**config.mk**
```make
export PLATFORM = sky130hd
export DESIGN_NAME = wbufTop
export DESIGN_NICKNAME = d
export VERILOG_FILES = /design/src/wbufPkg.sv /design/src/wbufCtrlIf.sv /design/src/wbufSlotIf.sv /design/src/wbufMasterPort.sv /design/src/wbufSlavePort.sv /design/src/wbufSlot.sv /design/src/wbufTop.sv
export VERILOG_INCLUDE_DIRS = /design/src
export SDC_FILE = /design/constraint.sdc
export NUM_CORES = 1
export LEC_CHECK = 0
export ABC_AREA = 1
export BUFFER_PORTS_ARGS = -buffer_cell sky130_fd_sc_hd__buf_2
export CORE_ASPECT_RATIO = 1.75
export CORE_MARGIN = 3
export CORE_UTILIZATION = 50
export CTS_BUF_LIST = sky130_fd_sc_hd__clkbuf_4 sky130_fd_sc_hd__clkbuf_8
export DETAILED_ROUTE_END_ITERATION = 8
export PLACE_DENSITY = 0.68
export SLEW_MARGIN = 20
export SYNTH_ARGS = -nofsm -noshare
export SYNTH_HDL_FRONTEND = slang
export SYNTH_SLANG_ARGS = --single-unit
```
**constraint.sdc**
```tcl
create_clock -name CLK -period 5.05 [get_ports CLK]
set_input_delay 0.7575 -clock CLK [delete_from_list [all_inputs] [get_ports CLK]]
set_output_delay 0.7575 -clock CLK [all_outputs]
set_load 0.02 [all_outputs]
```
**src/wbuf_consts.svh**
```systemverilog
/* Write buffer constants
   Depth, bus widths and Wishbone cycle type codes */
`ifndef WBUF_CONSTS_SVH
`define WBUF_CONSTS_SVH

// Number of buffer slots
`define WBUF_DEPTH 4

// Bus widths
`define WBUF_ADDR_W 32
`define WBUF_DATA_W 32
`define WBUF_SEL_W 4

////////////////////////////////////////
// Cycle type identifiers (CTI)
////////////////////////////////////////
`define WBUF_CTI_CLASSIC 3'd0
`define WBUF_CTI_INCR 3'd2
`define WBUF_CTI_END 3'd7

`endif
```
**src/wbufPkg.sv**
```systemverilog
/* Write buffer package
   Bus width types and the master port state encoding */
`default_nettype none

`include "wbuf_consts.svh"

package wbufPkg;

   // Byte and word addresses
   typedef logic [`WBUF_ADDR_W-1:0] wbAddr_t;
   typedef logic [`WBUF_ADDR_W-3:0] wbWordAddr_t;

   // Payload and byte lanes
   typedef logic [`WBUF_DATA_W-1:0] wbData_t;
   typedef logic [`WBUF_SEL_W-1:0]  wbSel_t;

   // Cycle type
   typedef logic [2:0] wbCti_t;

   // One flag per slot
   typedef logic [`WBUF_DEPTH-1:0] slotVec_t;

   // Master port states
   typedef enum logic [1:0] {
      MS_IDLE  = 2'd0,
      MS_FLUSH = 2'd1,
      MS_READ  = 2'd2
   } masterState_e;

endpackage

`default_nettype wire

```
**src/wbufCtrlIf.sv**
```systemverilog
/* Control interface between slave and master ports
   Read requests, flush requests and read responses */
`timescale 1ns/1ns
`default_nettype none

interface wbufCtrlIf;

   // Read request, registered address and SEL
   logic               readStb;
   wbufPkg::wbAddr_t   readAdr;
   wbufPkg::wbSel_t    readSel;

   // Level request to drain the slots
   logic               flushReq;

   // Master side status and read response
   logic               busy;
   logic               readAck;
   logic               readErr;
   wbufPkg::wbData_t   readData;

   modport slave  (output readStb, readAdr, readSel, flushReq,
                   input  busy, readAck, readErr, readData);
   modport master (input  readStb, readAdr, readSel, flushReq,
                   output busy, readAck, readErr, readData);

endinterface

`default_nettype wire

```
**src/wbufSlotIf.sv**
```systemverilog
/* Slot interface
   One entry's contents and match flag, with the write bundle and controls */
`timescale 1ns/1ns
`default_nettype none

interface wbufSlotIf;

   // Entry contents, owned by the slot
   logic                  valid;
   wbufPkg::wbWordAddr_t  wordAddr;
   wbufPkg::wbSel_t       sel;
   wbufPkg::wbData_t      data;
   // Incoming write hits this entry
   logic                  match;

   // Write bundle from the slave port, same on every slot
   logic                  load;
   wbufPkg::wbWordAddr_t  wrWordAddr;
   wbufPkg::wbSel_t       wrSel;
   wbufPkg::wbData_t      wrData;

   // Shift down, common to all slots
   logic                  shift;

   modport slot  (output valid, wordAddr, sel, data, match,
                  input  load, wrWordAddr, wrSel, wrData, shift);
   modport feed  (input  valid, match,
                  output load, wrWordAddr, wrSel, wrData);
   modport drain (input  valid, wordAddr, sel, data,
                  output shift);

endinterface

`default_nettype wire

```
**src/wbufMasterPort.sv**
```systemverilog
/* Write buffer master port
   FSM that drains the slots in order with burst CTI, then runs queued reads */
`timescale 1ns/1ns
`default_nettype none

`include "wbuf_consts.svh"

module wbufMasterPort
(
   input  wire                         CLK,
   input  wire                         RST_ASYNC,

   // Wishbone master
   output wbufPkg::wbAddr_t            mAdr,
   output logic                        mCyc,
   output logic                        mStb,
   output logic                        mWe,
   output wbufPkg::wbSel_t             mSel,
   output wbufPkg::wbCti_t             mCti,
   output wbufPkg::wbData_t            mDatWr,
   input  wire                         mAck,
   input  wire                         mStall,
   input  wire                         mErr,
   input  wire wbufPkg::wbData_t       mDatRd,

   // Bottom two slots, all valid flags, slave port
   wbufSlotIf.drain                    slot0,
   wbufSlotIf.drain                    slot1,
   input  wire wbufPkg::slotVec_t      slotValid,
   wbufCtrlIf.master                   ctrl
);

   localparam int OUT_W = $clog2(`WBUF_DEPTH + 1);

   wbufPkg::masterState_e  state;
   wbufPkg::masterState_e  stateNext;
   wbufPkg::masterState_e  idleNext;
   logic                   readPend;
   logic                   readIssued;
   logic [OUT_W-1:0]       outstanding;
   wbufPkg::wbCti_t        lastCti;
   wbufPkg::wbCti_t        flushCti;
   wbufPkg::wbWordAddr_t   nextWord;
   logic                   burstNext;
   logic                   flushBeat;
   logic                   flushAck;
   logic                   flushDone;
   logic                   readDone;

   ////////////////////////////////////////
   // Events
   ////////////////////////////////////////

   // Beat accepted, and slots shift down on the same edge
   assign flushBeat   = (state == wbufPkg::MS_FLUSH) && slot0.valid && !mStall;
   assign slot0.shift = flushBeat;

   // ERR on a flush write still closes the beat
   assign flushAck  = (state == wbufPkg::MS_FLUSH) && (mAck || mErr);
   assign flushDone = (state == wbufPkg::MS_FLUSH) && !(|slotValid)
                      && ((outstanding == '0)
                          || ((outstanding == OUT_W'(1)) && flushAck));
   assign readDone  = (state == wbufPkg::MS_READ) && (mAck || mErr);

   ////////////////////////////////////////
   // State machine
   ////////////////////////////////////////

   // Choice from idle, also used on read completion
   always_comb
   begin
      if (ctrl.flushReq)
      begin
         idleNext = wbufPkg::MS_FLUSH;
      end
      else if (ctrl.readStb)
      begin
         idleNext = wbufPkg::MS_READ;
      end
      else
      begin
         idleNext = wbufPkg::MS_IDLE;
      end
   end

   always_comb
   begin
      stateNext = state;
      case (state)
         wbufPkg::MS_IDLE:
            stateNext = idleNext;
         wbufPkg::MS_FLUSH:
            if (flushDone)
            begin
               // Queued read goes straight after the last write
               stateNext = readPend ? wbufPkg::MS_READ : wbufPkg::MS_IDLE;
            end
         wbufPkg::MS_READ:
            if (readDone)
            begin
               stateNext = idleNext;
            end
         default:
            stateNext = wbufPkg::MS_IDLE;
      endcase
   end

   always_ff @(posedge CLK or posedge RST_ASYNC)
   begin
      if (RST_ASYNC)
      begin
         state       <= wbufPkg::MS_IDLE;
         readPend    <= 1'b0;
         readIssued  <= 1'b0;
         outstanding <= '0;
         lastCti     <= `WBUF_CTI_CLASSIC;
      end
      else
      begin
         state <= stateNext;
         // Read held behind the flush it triggered
         if (ctrl.readStb && ctrl.flushReq)
         begin
            readPend <= 1'b1;
         end
         else if (flushDone)
         begin
            readPend <= 1'b0;
         end
         // Single read strobe per read cycle
         readIssued <= (state == wbufPkg::MS_READ) && !readDone && (readIssued || !mStall);
         // Flush beats still waiting for a response
         if (flushBeat && !flushAck)
         begin
            outstanding <= outstanding + OUT_W'(1);
         end
         else if (!flushBeat && flushAck)
         begin
            outstanding <= outstanding - OUT_W'(1);
         end
         // CTI of the last accepted beat
         if (state != wbufPkg::MS_FLUSH)
         begin
            lastCti <= `WBUF_CTI_CLASSIC;
         end
         else if (flushBeat)
         begin
            lastCti <= flushCti;
         end
      end
   end

   ////////////////////////////////////////
   // Burst CTI decode
   ////////////////////////////////////////

   assign nextWord  = slot0.wordAddr + wbufPkg::wbWordAddr_t'(1);
   // Next entry is the following word and both are full words
   assign burstNext = slot1.valid && (slot1.wordAddr == nextWord)
                      && (&slot0.sel) && (&slot1.sel);

   always_comb
   begin
      if (burstNext)
      begin
         flushCti = `WBUF_CTI_INCR;
      end
      else if (lastCti == `WBUF_CTI_INCR)
      begin
         flushCti = `WBUF_CTI_END;
      end
      else
      begin
         flushCti = `WBUF_CTI_CLASSIC;
      end
   end

   ////////////////////////////////////////
   // Master outputs
   ////////////////////////////////////////

   assign mCyc   = (state != wbufPkg::MS_IDLE);
   assign mWe    = (state == wbufPkg::MS_FLUSH);
   assign mDatWr = slot0.data;

   always_comb
   begin
      mAdr = ctrl.readAdr;
      mSel = ctrl.readSel;
      mCti = `WBUF_CTI_CLASSIC;
      mStb = 1'b0;
      case (state)
         wbufPkg::MS_FLUSH:
         begin
            mAdr = {slot0.wordAddr, 2'b00};
            mSel = slot0.sel;
            mCti = flushCti;
            mStb = slot0.valid;
         end
         wbufPkg::MS_READ:
            mStb = !readIssued;
         default:
            mStb = 1'b0;
      endcase
   end

   // Read response back to the slave side
   assign ctrl.busy     = (state == wbufPkg::MS_FLUSH)
                          || ((state == wbufPkg::MS_READ) && !readDone);
   assign ctrl.readAck  = (state == wbufPkg::MS_READ) && mAck;
   assign ctrl.readErr  = (state == wbufPkg::MS_READ) && mErr;
   assign ctrl.readData = mDatRd;

endmodule

`default_nettype wire

```
**src/wbufSlavePort.sv**
```systemverilog
/* Write buffer slave port
   Decodes slave strobes, steers writes into slots, queues reads for the master */
`timescale 1ns/1ns
`default_nettype none

`include "wbuf_consts.svh"

module wbufSlavePort
(
   input  wire                       CLK,
   input  wire                       RST_ASYNC,

   // Wishbone slave
   input  wire wbufPkg::wbAddr_t     sAdr,
   input  wire                       sCyc,
   input  wire                       sStb,
   input  wire                       sWe,
   input  wire wbufPkg::wbSel_t      sSel,
   input  wire wbufPkg::wbData_t     sDatWr,
   output logic                      sStall,
   output logic                      sAck,
   output logic                      sErr,
   output wbufPkg::wbData_t          sDatRd,

   // Slots and master port
   wbufSlotIf.feed                   slots [`WBUF_DEPTH],
   wbufCtrlIf.slave                  ctrl
);

   wbufPkg::slotVec_t slotValid;
   wbufPkg::slotVec_t slotMatch;
   wbufPkg::slotVec_t loadVec;
   logic              writeAcc;
   logic              readAcc;
   logic              wrAck;

   ////////////////////////////////////////
   // Slave decode
   ////////////////////////////////////////

   // Request taken when strobed and not stalled
   assign writeAcc = sCyc & sStb &  sWe & ~sStall;
   assign readAcc  = sCyc & sStb & ~sWe & ~sStall;

   // Buffer full, or master draining or reading
   assign sStall = slotValid[`WBUF_DEPTH-1] | ctrl.busy;

   // Write ack is registered, read response is passed through
   assign sAck   = wrAck | ctrl.readAck;
   assign sErr   = ctrl.readErr;
   assign sDatRd = ctrl.readData;

   ////////////////////////////////////////
   // Slot feed
   ////////////////////////////////////////

   genvar i;
   generate
      for (i = 0; i < `WBUF_DEPTH; i++)
      begin : gFeed
         assign slotValid[i]        = slots[i].valid;
         assign slotMatch[i]        = slots[i].match;
         assign slots[i].load       = loadVec[i];
         // Word address, SEL and data go to every slot
         assign slots[i].wrWordAddr = sAdr[`WBUF_ADDR_W-1:2];
         assign slots[i].wrSel      = sSel;
         assign slots[i].wrData     = sDatWr;
      end
   endgenerate

   // Merge into the lowest hit, else fill the lowest free slot
   always_comb
   begin
      loadVec = '0;
      if (writeAcc)
      begin
         if (|slotMatch)
         begin
            loadVec = slotMatch & ~(slotMatch - wbufPkg::slotVec_t'(1));
         end
         else
         begin
            // Lowest clear bit of the valid vector
            loadVec = ~slotValid & (slotValid + wbufPkg::slotVec_t'(1));
         end
      end
   end

   // Write ack one cycle after acceptance
   always_ff @(posedge CLK or posedge RST_ASYNC)
   begin
      if (RST_ASYNC)
      begin
         wrAck <= 1'b0;
      end
      else
      begin
         wrAck <= writeAcc;
      end
   end

   ////////////////////////////////////////
   // Read capture
   ////////////////////////////////////////

   // Held until the master issues the read
   always_ff @(posedge CLK)
   begin
      if (readAcc)
      begin
         ctrl.readAdr <= sAdr;
         ctrl.readSel <= sSel;
      end
   end

   assign ctrl.readStb = readAcc;

   // Drain when full, or when a read would bypass held writes
   assign ctrl.flushReq = slotValid[`WBUF_DEPTH-1] | (readAcc & slotValid[0]);

endmodule

`default_nettype wire

```
**src/wbufSlot.sv**
```systemverilog
/* Write buffer slot
   One entry that merges writes to its word, loads new ones and shifts down */
`timescale 1ns/1ns
`default_nettype none

`include "wbuf_consts.svh"

module wbufSlot
#(
   parameter bit IS_TOP = 1'b0
)
(
   input  wire          CLK,
   input  wire          RST_ASYNC,
   wbufSlotIf.slot      own,
   wbufSlotIf.drain     above
);

   localparam int BYTE_W = `WBUF_DATA_W / `WBUF_SEL_W;

   // Contents taken on a shift
   logic                  shiftValid;
   wbufPkg::wbWordAddr_t  shiftAddr;
   wbufPkg::wbSel_t       shiftSel;
   wbufPkg::wbData_t      shiftData;

   generate
      if (IS_TOP)
      begin : gTop
         // Nothing above, so the slot empties
         assign shiftValid = 1'b0;
         assign shiftAddr  = '0;
         assign shiftSel   = '0;
         assign shiftData  = '0;
      end
      else
      begin : gMid
         assign shiftValid  = above.valid;
         assign shiftAddr   = above.wordAddr;
         assign shiftSel    = above.sel;
         assign shiftData   = above.data;
         // Pass shift on to the slot above
         assign above.shift = own.shift;
      end
   endgenerate

   // Hit on a held entry with the same word
   assign own.match = own.valid && (own.wordAddr == own.wrWordAddr);

   // Valid flag, shift wins over load
   always_ff @(posedge CLK or posedge RST_ASYNC)
   begin
      if (RST_ASYNC)
      begin
         own.valid <= 1'b0;
      end
      else if (own.shift)
      begin
         own.valid <= shiftValid;
      end
      else if (own.load)
      begin
         own.valid <= 1'b1;
      end
   end

   // Payload
   always_ff @(posedge CLK)
   begin
      if (own.shift)
      begin
         own.wordAddr <= shiftAddr;
         own.sel      <= shiftSel;
         own.data     <= shiftData;
      end
      else if (own.load)
      begin
         own.wordAddr <= own.wrWordAddr;
         // SELs accumulate only on a held entry
         own.sel      <= (own.valid ? own.sel : '0) | own.wrSel;
         // Enabled lanes overwrite, others keep old bytes
         for (int b = 0; b < `WBUF_SEL_W; b++)
         begin
            if (own.wrSel[b])
            begin
               own.data[b*BYTE_W +: BYTE_W] <= own.wrData[b*BYTE_W +: BYTE_W];
            end
         end
      end
   end

endmodule

`default_nettype wire

```
**src/wbufTop.sv**
```systemverilog
/* Wishbone write buffer
   Merges and holds writes in front of a memory slave, flushing before reads */
`timescale 1ns/1ns
`default_nettype none

`include "wbuf_consts.svh"

module wbufTop
(
   input  wire                    CLK,
   input  wire                    RST_ASYNC,

   // Wishbone slave side
   input  wire wbufPkg::wbAddr_t  sAdr,
   input  wire                    sCyc,
   input  wire                    sStb,
   input  wire                    sWe,
   input  wire wbufPkg::wbSel_t   sSel,
   input  wire wbufPkg::wbData_t  sDatWr,
   output wbufPkg::wbData_t       sDatRd,
   output logic                   sStall,
   output logic                   sAck,
   output logic                   sErr,

   // Wishbone master side
   output wbufPkg::wbAddr_t       mAdr,
   output logic                   mCyc,
   output logic                   mStb,
   output logic                   mWe,
   output wbufPkg::wbSel_t        mSel,
   output wbufPkg::wbCti_t        mCti,
   output wbufPkg::wbData_t       mDatWr,
   input  wire                    mAck,
   input  wire                    mStall,
   input  wire                    mErr,
   input  wire wbufPkg::wbData_t  mDatRd
);

   // One interface per slot, slot 0 drains first
   wbufSlotIf          slotIf [`WBUF_DEPTH] ();
   wbufCtrlIf          ctrlIf ();
   wbufPkg::slotVec_t  slotValid;

   wbufSlavePort uSlavePort
   (
      .CLK, .RST_ASYNC,
      .sAdr, .sCyc, .sStb, .sWe, .sSel, .sDatWr,
      .sStall, .sAck, .sErr, .sDatRd,
      .slots (slotIf),
      .ctrl  (ctrlIf)
   );

   ////////////////////////////////////////
   // Slot chain
   ////////////////////////////////////////

   genvar i;
   generate
      for (i = 0; i < `WBUF_DEPTH; i++)
      begin : gSlot
         assign slotValid[i] = slotIf[i].valid;
         if (i == `WBUF_DEPTH - 1)
         begin : gTop
            // Top slot has nothing above it
            wbufSlot #(.IS_TOP(1'b1)) uSlot
            (
               .CLK, .RST_ASYNC,
               .own   (slotIf[i]),
               .above (slotIf[i])
            );
         end
         else
         begin : gMid
            wbufSlot #(.IS_TOP(1'b0)) uSlot
            (
               .CLK, .RST_ASYNC,
               .own   (slotIf[i]),
               .above (slotIf[i+1])
            );
         end
      end
   endgenerate

   wbufMasterPort uMasterPort
   (
      .CLK, .RST_ASYNC,
      .mAdr, .mCyc, .mStb, .mWe, .mSel, .mCti, .mDatWr,
      .mAck, .mStall, .mErr, .mDatRd,
      .slot0     (slotIf[0]),
      .slot1     (slotIf[1]),
      .slotValid (slotValid),
      .ctrl      (ctrlIf)
   );

endmodule

`default_nettype wire

```
## After elaboration in Yosys (flattened, before gate mapping)

Cells that the tools add are included.
Widths: inputs -> output; s select.

| storage, ports and cells | value |
|---|---|
| word-level logic and storage cells | 192 |
| register bits after elaboration | 315 |
| output and inout port bits | 109 |
| bits of input ports | 108 |

| operators by class | value |
|---|---|
| reductions and logical operators | 66 |
| bitwise logic cells | 19 |
| equal/unequal tests | 12 |
| multiplexer cells | 54 |
| $add $sub $neg | 5 |

Operators by type and width:

| operator | count |
|---|---|
| $mux 32 | 7 |
| $mux 30 | 6 |
| $eq 30x30->1 | 5 |
| $mux 4 | 13 |
| $reduce_and 2->1 | 17 |
| $mux 8 | 4 |
| $add 30x1->30 const B | 1 |
| $reduce_bool 2->1 | 12 |
| $logic_and 1x1->1 | 21 |
| $mux 3 | 7 |
| $or 4x4->4 | 4 |
| $mux 1 | 10 |
| $mux 2 | 5 |
| $and 4x4->4 | 2 |
| $not 4->4 | 2 |
| $reduce_and 4->1 | 2 |
| $reduce_or 4->1 | 2 |
| $and 1x1->1 | 6 |
| $logic_not 1->1 | 6 |
| $ne 2x1->1 const B | 3 |
| $pmux 2 s3 | 1 |
| $add 4x1->4 const B | 1 |
| $logic_or 1x1->1 | 4 |
| $sub 4x1->4 const B | 1 |
| other kinds (11) | 14 |

## Logic depth before layout (Yosys ltp)

| logic depth | value |
|---|---|
| depth in word-level cells | 13 |
| gate-level depth with buffers | 17 |
| depth with buffers taken out | 17 |

## Least setup slack after synthesis

No wires, ideal clock.

| timing | value |
|---|---|
| kind | input -> register |
| start | input mErr |
| end | register uMasterPort.state[1] |
| buffers on the path | 0 |
| library setup time | 0.126 ns |
| stages | 9 |
| slack | 0.612 ns |
| data required time | 4.924 ns |
| arrival | 4.312 ns |
| cell sequence | nor2_1 > nand2_1 > nand3_1 > nor3_1 > nand2_1 > nand2_1 > o22ai_1 > nand3_1 > o21ai_0 |

| between the ends | value |
|---|---|
| longest elaborated chain between the ends | 13 |
| elaborated cells between the ends (all ways) | 21 |
| those cells by class | 2 x eq/ne; 4 x mux; 5 x bitwise; 10 x reduce/logical |

Ends and longest elaborated chain:

| element | line | source |
|---|---|---|
| start, declared | wbufTop.sv:35 | `input wire mErr,` |
| $logic_or 1x1->1 (*) | wbufMasterPort.sv:63 | `assign readDone = (state == wbufPkg::MS_READ) && (mAck \|\| mErr);` |
| $logic_and 1x1->1 (*) | wbufMasterPort.sv:63 |  |
| $logic_not 1->1 (*) | wbufMasterPort.sv:209 | `\|\| ((state == wbufPkg::MS_READ) && !readDone);` |
| $logic_and 1x1->1 (*) | wbufMasterPort.sv:209 |  |
| $logic_or 1x1->1 (*) | wbufMasterPort.sv:209 |  |
| $or 1x1->1 (*) | wbufSlavePort.sv:46 | `` assign sStall = slotValid[`WBUF_DEPTH-1] \| ctrl.busy; `` |
| via sStall | wbufTop.sv:21 | `output logic sStall,` |
| $not 1->1 (*) | wbufSlavePort.sv:43 | `assign readAcc = sCyc & sStb & ~sWe & ~sStall;` |
| $and 1x1->1 (*) | wbufSlavePort.sv:43 |  |
| via ctrlIf.readStb | wbufCtrlIf.sv:9 | `logic readStb;` |
| $and 1x1->1 | wbufSlavePort.sv:119 | `` assign ctrl.flushReq = slotValid[`WBUF_DEPTH-1] \| (readAcc & slotValid[0]); `` |
| $or 1x1->1 | wbufSlavePort.sv:119 |  |
| $mux 2 (*) | wbufMasterPort.sv:72 | `if (ctrl.flushReq)` |
| $mux 2 | wbufMasterPort.sv:99 | `if (readDone)` |
| $pmux 2 s3 (*) | wbufMasterPort.sv:89 | `case (state)` |
| end signal, assigned | wbufMasterPort.sv:112 | `state <= wbufPkg::MS_IDLE;` |
| end signal, assigned | wbufMasterPort.sv:120 | `state <= stateNext;` |
| end, declared | wbufMasterPort.sv:35 | `wbufPkg::masterState_e state;` |

The timed path passes the listed nets; every way through them passes the cells marked *. The select of a mux whose other input is x is not followed.
A chain may end at the register's enable or synchronous reset.

## Final worst setup path

| timing | value |
|---|---|
| start | register gSlot[0].gMid.uSlot.own.wordAddr[0] |
| end | output mCti[1] |

| between the ends | value |
|---|---|
| longest elaborated chain between the ends | 7 |

Ends and longest elaborated chain:

| element | line | source |
|---|---|---|
| start, declared | wbufSlotIf.sv:25 | `modport slot (output valid, wordAddr, sel, data, match,` |
| start signal, assigned | wbufSlot.sv:72 | `own.wordAddr <= shiftAddr;` |
| start signal, assigned | wbufSlot.sv:78 | `own.wordAddr <= own.wrWordAddr;` |
| $add 30x1->30 | wbufMasterPort.sv:157 | `assign nextWord = slot0.wordAddr + wbufPkg::wbWordAddr_t'(1);` |
| $eq 30x30->1 | wbufMasterPort.sv:159 | `assign burstNext = slot1.valid && (slot1.wordAddr == nextWord)` |
| $logic_and 1x1->1 | wbufMasterPort.sv:159 |  |
| $logic_and 1x1->1 (2 in series) | wbufMasterPort.sv:160 | `&& (&slot0.sel) && (&slot1.sel);` |
| $mux 3 | wbufMasterPort.sv:164 | `if (burstNext)` |
| $mux 3 | wbufMasterPort.sv:192 | `case (state)` |
| end, declared | wbufTop.sv:31 | `output wbufPkg::wbCti_t mCti,` |

Every way passes these cells.

==> flow_metrics.env <==
export IMPL_crit_buf_inv=1
export IMPL_netlist_cell_type_count=34
export IMPL_final_setup_worst_slack_ps=758
export IMPL_post_route_cells_drive_above_1_share=0.129
export IMPL_grt_pass1_vias=13454
export IMPL_clock_insertion_delay_worst_skew_ps=590
export IMPL_met3WireLength_mm=2.84
export IMPL_ff2ff_path_depth=15
export IMPL_critical_path_depth=14
export IMPL_timing_critical_path_fanout_max=6
export IMPL_place_congestion=1.05
export IMPL_critPathLaunchType="flop"
export IMPL_worstMarginPinSlew_ps=1100
export IMPL_syn_to_final_growth_pct=11.0
export IMPL_report_final_hold_viol_count=0
export IMPL_final_nets=2252
export IMPL_clock_tree_buffer_depth=3
export IMPL_m1WireLength_mm=17.6
export IMPL_fmax_mhz=233
export IMPL_timing_clock_skew_ps=16.6
export IMPL_crit_path_frequent_cell="sky130_fd_sc_hd__nand2_1"
export IMPL_vdd_drop_max_v=0.000252
export IMPL_grt_first_pass_wirelength_mm=76.7
export IMPL_vias_per_cell=5.34
export IMPL_power_density_mw_per_mm2=451
export IMPL_grt_util_all_layers=0.293
export IMPL_worst_path_largest_cell_delay_ps=450
export IMPL_synth_area_per_cell_um2=7.98
export IMPL_outcome="completed"
export IMPL_slew_limit_headroom=0.269
export IMPL_slowest_stage="sky130_fd_sc_hd__edfxtp_1"
export IMPL_drt_total_wl_mm=50.9
export IMPL_drv_max_cap_violation_count=0
export IMPL_finalSetupViolations=0
export IMPL_rsz_0062_raised_after_global_routing="no"
export IMPL_timing_critical_path_cells="ha_1, nand2_1, nor2_2, nand2_1, nor2_4, nand3_1, nand2_1, nand3_1, nor2_1, nand2_1, nor2_1, nand2_1, a21oi_1, buf_2"
export IMPL_timing_final_crit_period_ps=4290
export IMPL_placement_cell_area_mm2=0.0170
export IMPL_timing_critical_path_arrival_ps=3530
export IMPL_topRoutingLayerUsed="met4"
export IMPL_cts_root_buf="sky130_fd_sc_hd__clkbuf_8"
export IMPL_number_of_synthesized_flops_with_an_enable_pin=234
export IMPL_drt_pass1_iter_count=6
export IMPL_yosys_warnings=0
export IMPL_post_cts_buffers=0
export IMPL_synth_largest_area_cell="sky130_fd_sc_hd__edfxtp_1"
export IMPL_timing_max_transition_violations_final=0
export IMPL_core_region_area_mm2=0.0316
export IMPL_synth_cell_area_mm2=0.0161
export IMPL_cts_max_level=2
export IMPL_rows=86
export IMPL_dr_total_vias=13717
export IMPL_synth_top_cells_by_count="sky130_fd_sc_hd__nand2_1, sky130_fd_sc_hd__edfxtp_1, sky130_fd_sc_hd__nor2_1"
export IMPL_drtAntennaViolNets=0
export IMPL_reg2reg_to="gSlot[3].gTop.uSlot.own.data[0]"
export IMPL_pin_count=217
export IMPL_synthesis_instances=2023
export IMPL_port_buffers=152
export IMPL_critPathKind="flop to output pin"
export IMPL_layout_cell_area_non_filler_mm2=0.0179
export IMPL_synth_top_area_frac=0.435
export IMPL_cp_required_ps=4290
export IMPL_worstSetupEndpointType="output pin"
export IMPL_reg2reg_slack_ps=1410
export IMPL_postCtsResizedCells=0
export IMPL_most_repeated_cell_in_the_gate_level_netlist_after_synthesis="sky130_fd_sc_hd__nand2_1"
export IMPL_chipWidth_um=142
export IMPL_synthesis_nets=2141
export IMPL_cts_made_buffers=46
export IMPL_timing_setup_tns_ps=0
export IMPL_hold_buf_cts=0
export IMPL_dpl_worst_slack_ps=1050
export IMPL_dpl_hpwl_mm=38.0
export IMPL_synth_ff_latch_count=314
export IMPL_hold_path_class="input port to asynchronous set/reset pin"
export IMPL_clock_sinks=314
export IMPL_route_detailed_wl_per_inst_um=19.8
export IMPL_critical_path_top_delay_family="simple AND/OR/NAND/NOR gates"
export IMPL_clk_pin_slew_worst_paths_ps=70
export IMPL_timing_critical_path_from="gSlot[0].gMid.uSlot.own.wordAddr[0]"
export IMPL_hold_ws_ps=240
export IMPL_critical_path_endpoint="mCti[1]"
export IMPL_drcViolationCount=0
export IMPL_number_of_antenna_violations_at_the_first_check_in_global_routing=1
export IMPL_synth_seq_area_share=0.539
export IMPL_gr_total_overflow=0
export IMPL_floorplan_initialDensity=0.510
export IMPL_design_die_area_mm2=0.0346
export IMPL_num_fill_cells=3041
export IMPL_clock_tree_from_tritoncts="yes"
export IMPL_synth_main_ff_cell="sky130_fd_sc_hd__edfxtp_1"
export IMPL_worstReg2RegStart="gSlot[0].gMid.uSlot.own.wordAddr[3]"
export IMPL_finalCoreUtilization=0.566
export IMPL_timing_final_crit_share=0.850
export IMPL_power_leakage_nw=7.99
export IMPL_chipHeight_um=244
export IMPL_grt_max_degree=112
export IMPL_ys_async_sr_fraction=0.0446
export IMPL_synth_top_cells_by_area="sky130_fd_sc_hd__edfxtp_1, sky130_fd_sc_hd__nand2_1, sky130_fd_sc_hd__dfxtp_1"
export IMPL_detailedRoute_firstIterationViolations=1042
export IMPL_wl_met2_mm=26.3
-- final cells by class --
cell class                 count  area (um2)  share of cell area
antenna                        1        2.50            0.000140
clock inverter                18         116             0.00650
multi-input combinational   1423        6210               0.347
sequential                   314        8700               0.486
inverter                     184         693              0.0387
tap                          396         495              0.0277
timing repair buffer         165         858              0.0479
clock buffer                  67         835              0.0466
-- layout by cell type (no fill, tap or decap), types with 5 or more instances in the layout --
| master | Yosys | layout |
|---|---|---|
| sky130_fd_sc_hd__inv_2 | 19 | 20 |
| sky130_fd_sc_hd__clkbuf_4 | 0 | 14 |
| sky130_fd_sc_hd__buf_4 | 34 | 13 |
| sky130_fd_sc_hd__xnor2_1 | 21 | 21 |
| sky130_fd_sc_hd__clkinv_2 | 0 | 8 |
| sky130_fd_sc_hd__o21ai_1 | 13 | 13 |
| sky130_fd_sc_hd__edfxtp_1 | 234 | 234 |
| sky130_fd_sc_hd__clkinv_1 | 0 | 7 |
| sky130_fd_sc_hd__clkbuf_8 | 0 | 53 |
| sky130_fd_sc_hd__nand2_1 | 823 | 823 |
| sky130_fd_sc_hd__a21oi_1 | 87 | 87 |
| sky130_fd_sc_hd__nor2_1 | 172 | 171 |
| sky130_fd_sc_hd__nand3_1 | 82 | 82 |
| sky130_fd_sc_hd__nor2_4 | 4 | 5 |
| sky130_fd_sc_hd__buf_2 | 9 | 152 |
| sky130_fd_sc_hd__o21ai_0 | 159 | 159 |
| sky130_fd_sc_hd__dfxtp_1 | 66 | 66 |
| sky130_fd_sc_hd__xor2_1 | 19 | 19 |
| sky130_fd_sc_hd__inv_1 | 165 | 163 |
| sky130_fd_sc_hd__dfrtp_1 | 14 | 14 |
| sky130_fd_sc_hd__ha_1 | 10 | 10 |
| sky130_fd_sc_hd__nand4_1 | 8 | 8 |
-- flip-flops by register name (all words and copies together) (netlist names) --
register / flops
gSlot.gMid.uSlot.own.data: 96
gSlot.gMid.uSlot.own.wordAddr: 90
gSlot.gTop.uSlot.own.data: 32
uSlavePort.ctrl.readAdr: 32
gSlot.gTop.uSlot.own.wordAddr: 30
gSlot.gMid.uSlot.own.sel: 12
gSlot.gTop.uSlot.own.sel: 4
uSlavePort.ctrl.readSel: 4
gSlot.gMid.uSlot.own.valid: 3
uMasterPort.outstanding: 3
uMasterPort.lastCti: 2
uMasterPort.state: 2
gSlot.gTop.uSlot.own.valid: 1
uMasterPort.readIssued: 1
uMasterPort.readPend: 1
uSlavePort.wrAck: 1
-- logic make-up (layout without fill, tap and decap cells) --
group / Yosys count / count (layout) / synth area share
other cells: 0 / 1 / 0
flops: 314 / 314 / 0.539
compound gates: 268 / 268 / 0.0844
simple gates: 1105 / 1105 / 0.270
xor+xnor: 40 / 40 / 0.0217
fa+ha+maj: 10 / 10 / 0.00775
buf+inv: 286 / 434 / 0.0771
-- metal layers --
metal	vias up	GRT usage
li1	6710	-
met1	6330	0.316
met2	519	0.519
met3	158	0.0418
met4	0	0.205
met5	-	0
-- worst min-delay path by stage --
stage / start / end / slack [ps] / cells after the start
detailed placement: gSlot[3].gTop.uSlot.own.data[6] / gSlot[3].gTop.uSlot.own.data[6] / 450 / 2
floorplan: gSlot[3].gTop.uSlot.own.sel[0] / gSlot[3].gTop.uSlot.own.sel[0] / 440 / 2
global route: RST_ASYNC / uMasterPort.lastCti[1] / 250 / 2
finish: RST_ASYNC / uMasterPort.outstanding[1] / 240 / 2
CTS: RST_ASYNC / uMasterPort.lastCti[1] / 210 / 2
global placement: gSlot[3].gTop.uSlot.own.data[12] / gSlot[3].gTop.uSlot.own.data[12] / 450 / 2
-- per-stage QoR --
step | power [mW] | instances
final | 8.08 | 2568
after global routing | 8.53 | 2568
after CTS | 8.11 | 2567
after detailed placement | 5.98 | 2482
after global placement | 5.92 | 2482
after floorplan | 5.17 | 2023
-- where the power goes --
group	internal [mW]	switching [mW]
Combinational	0.657	1.56
Clock	1.12	1.02
Sequential	3.36	0.355
Total	5.14	2.93
(Power assumes the default switching activity.)
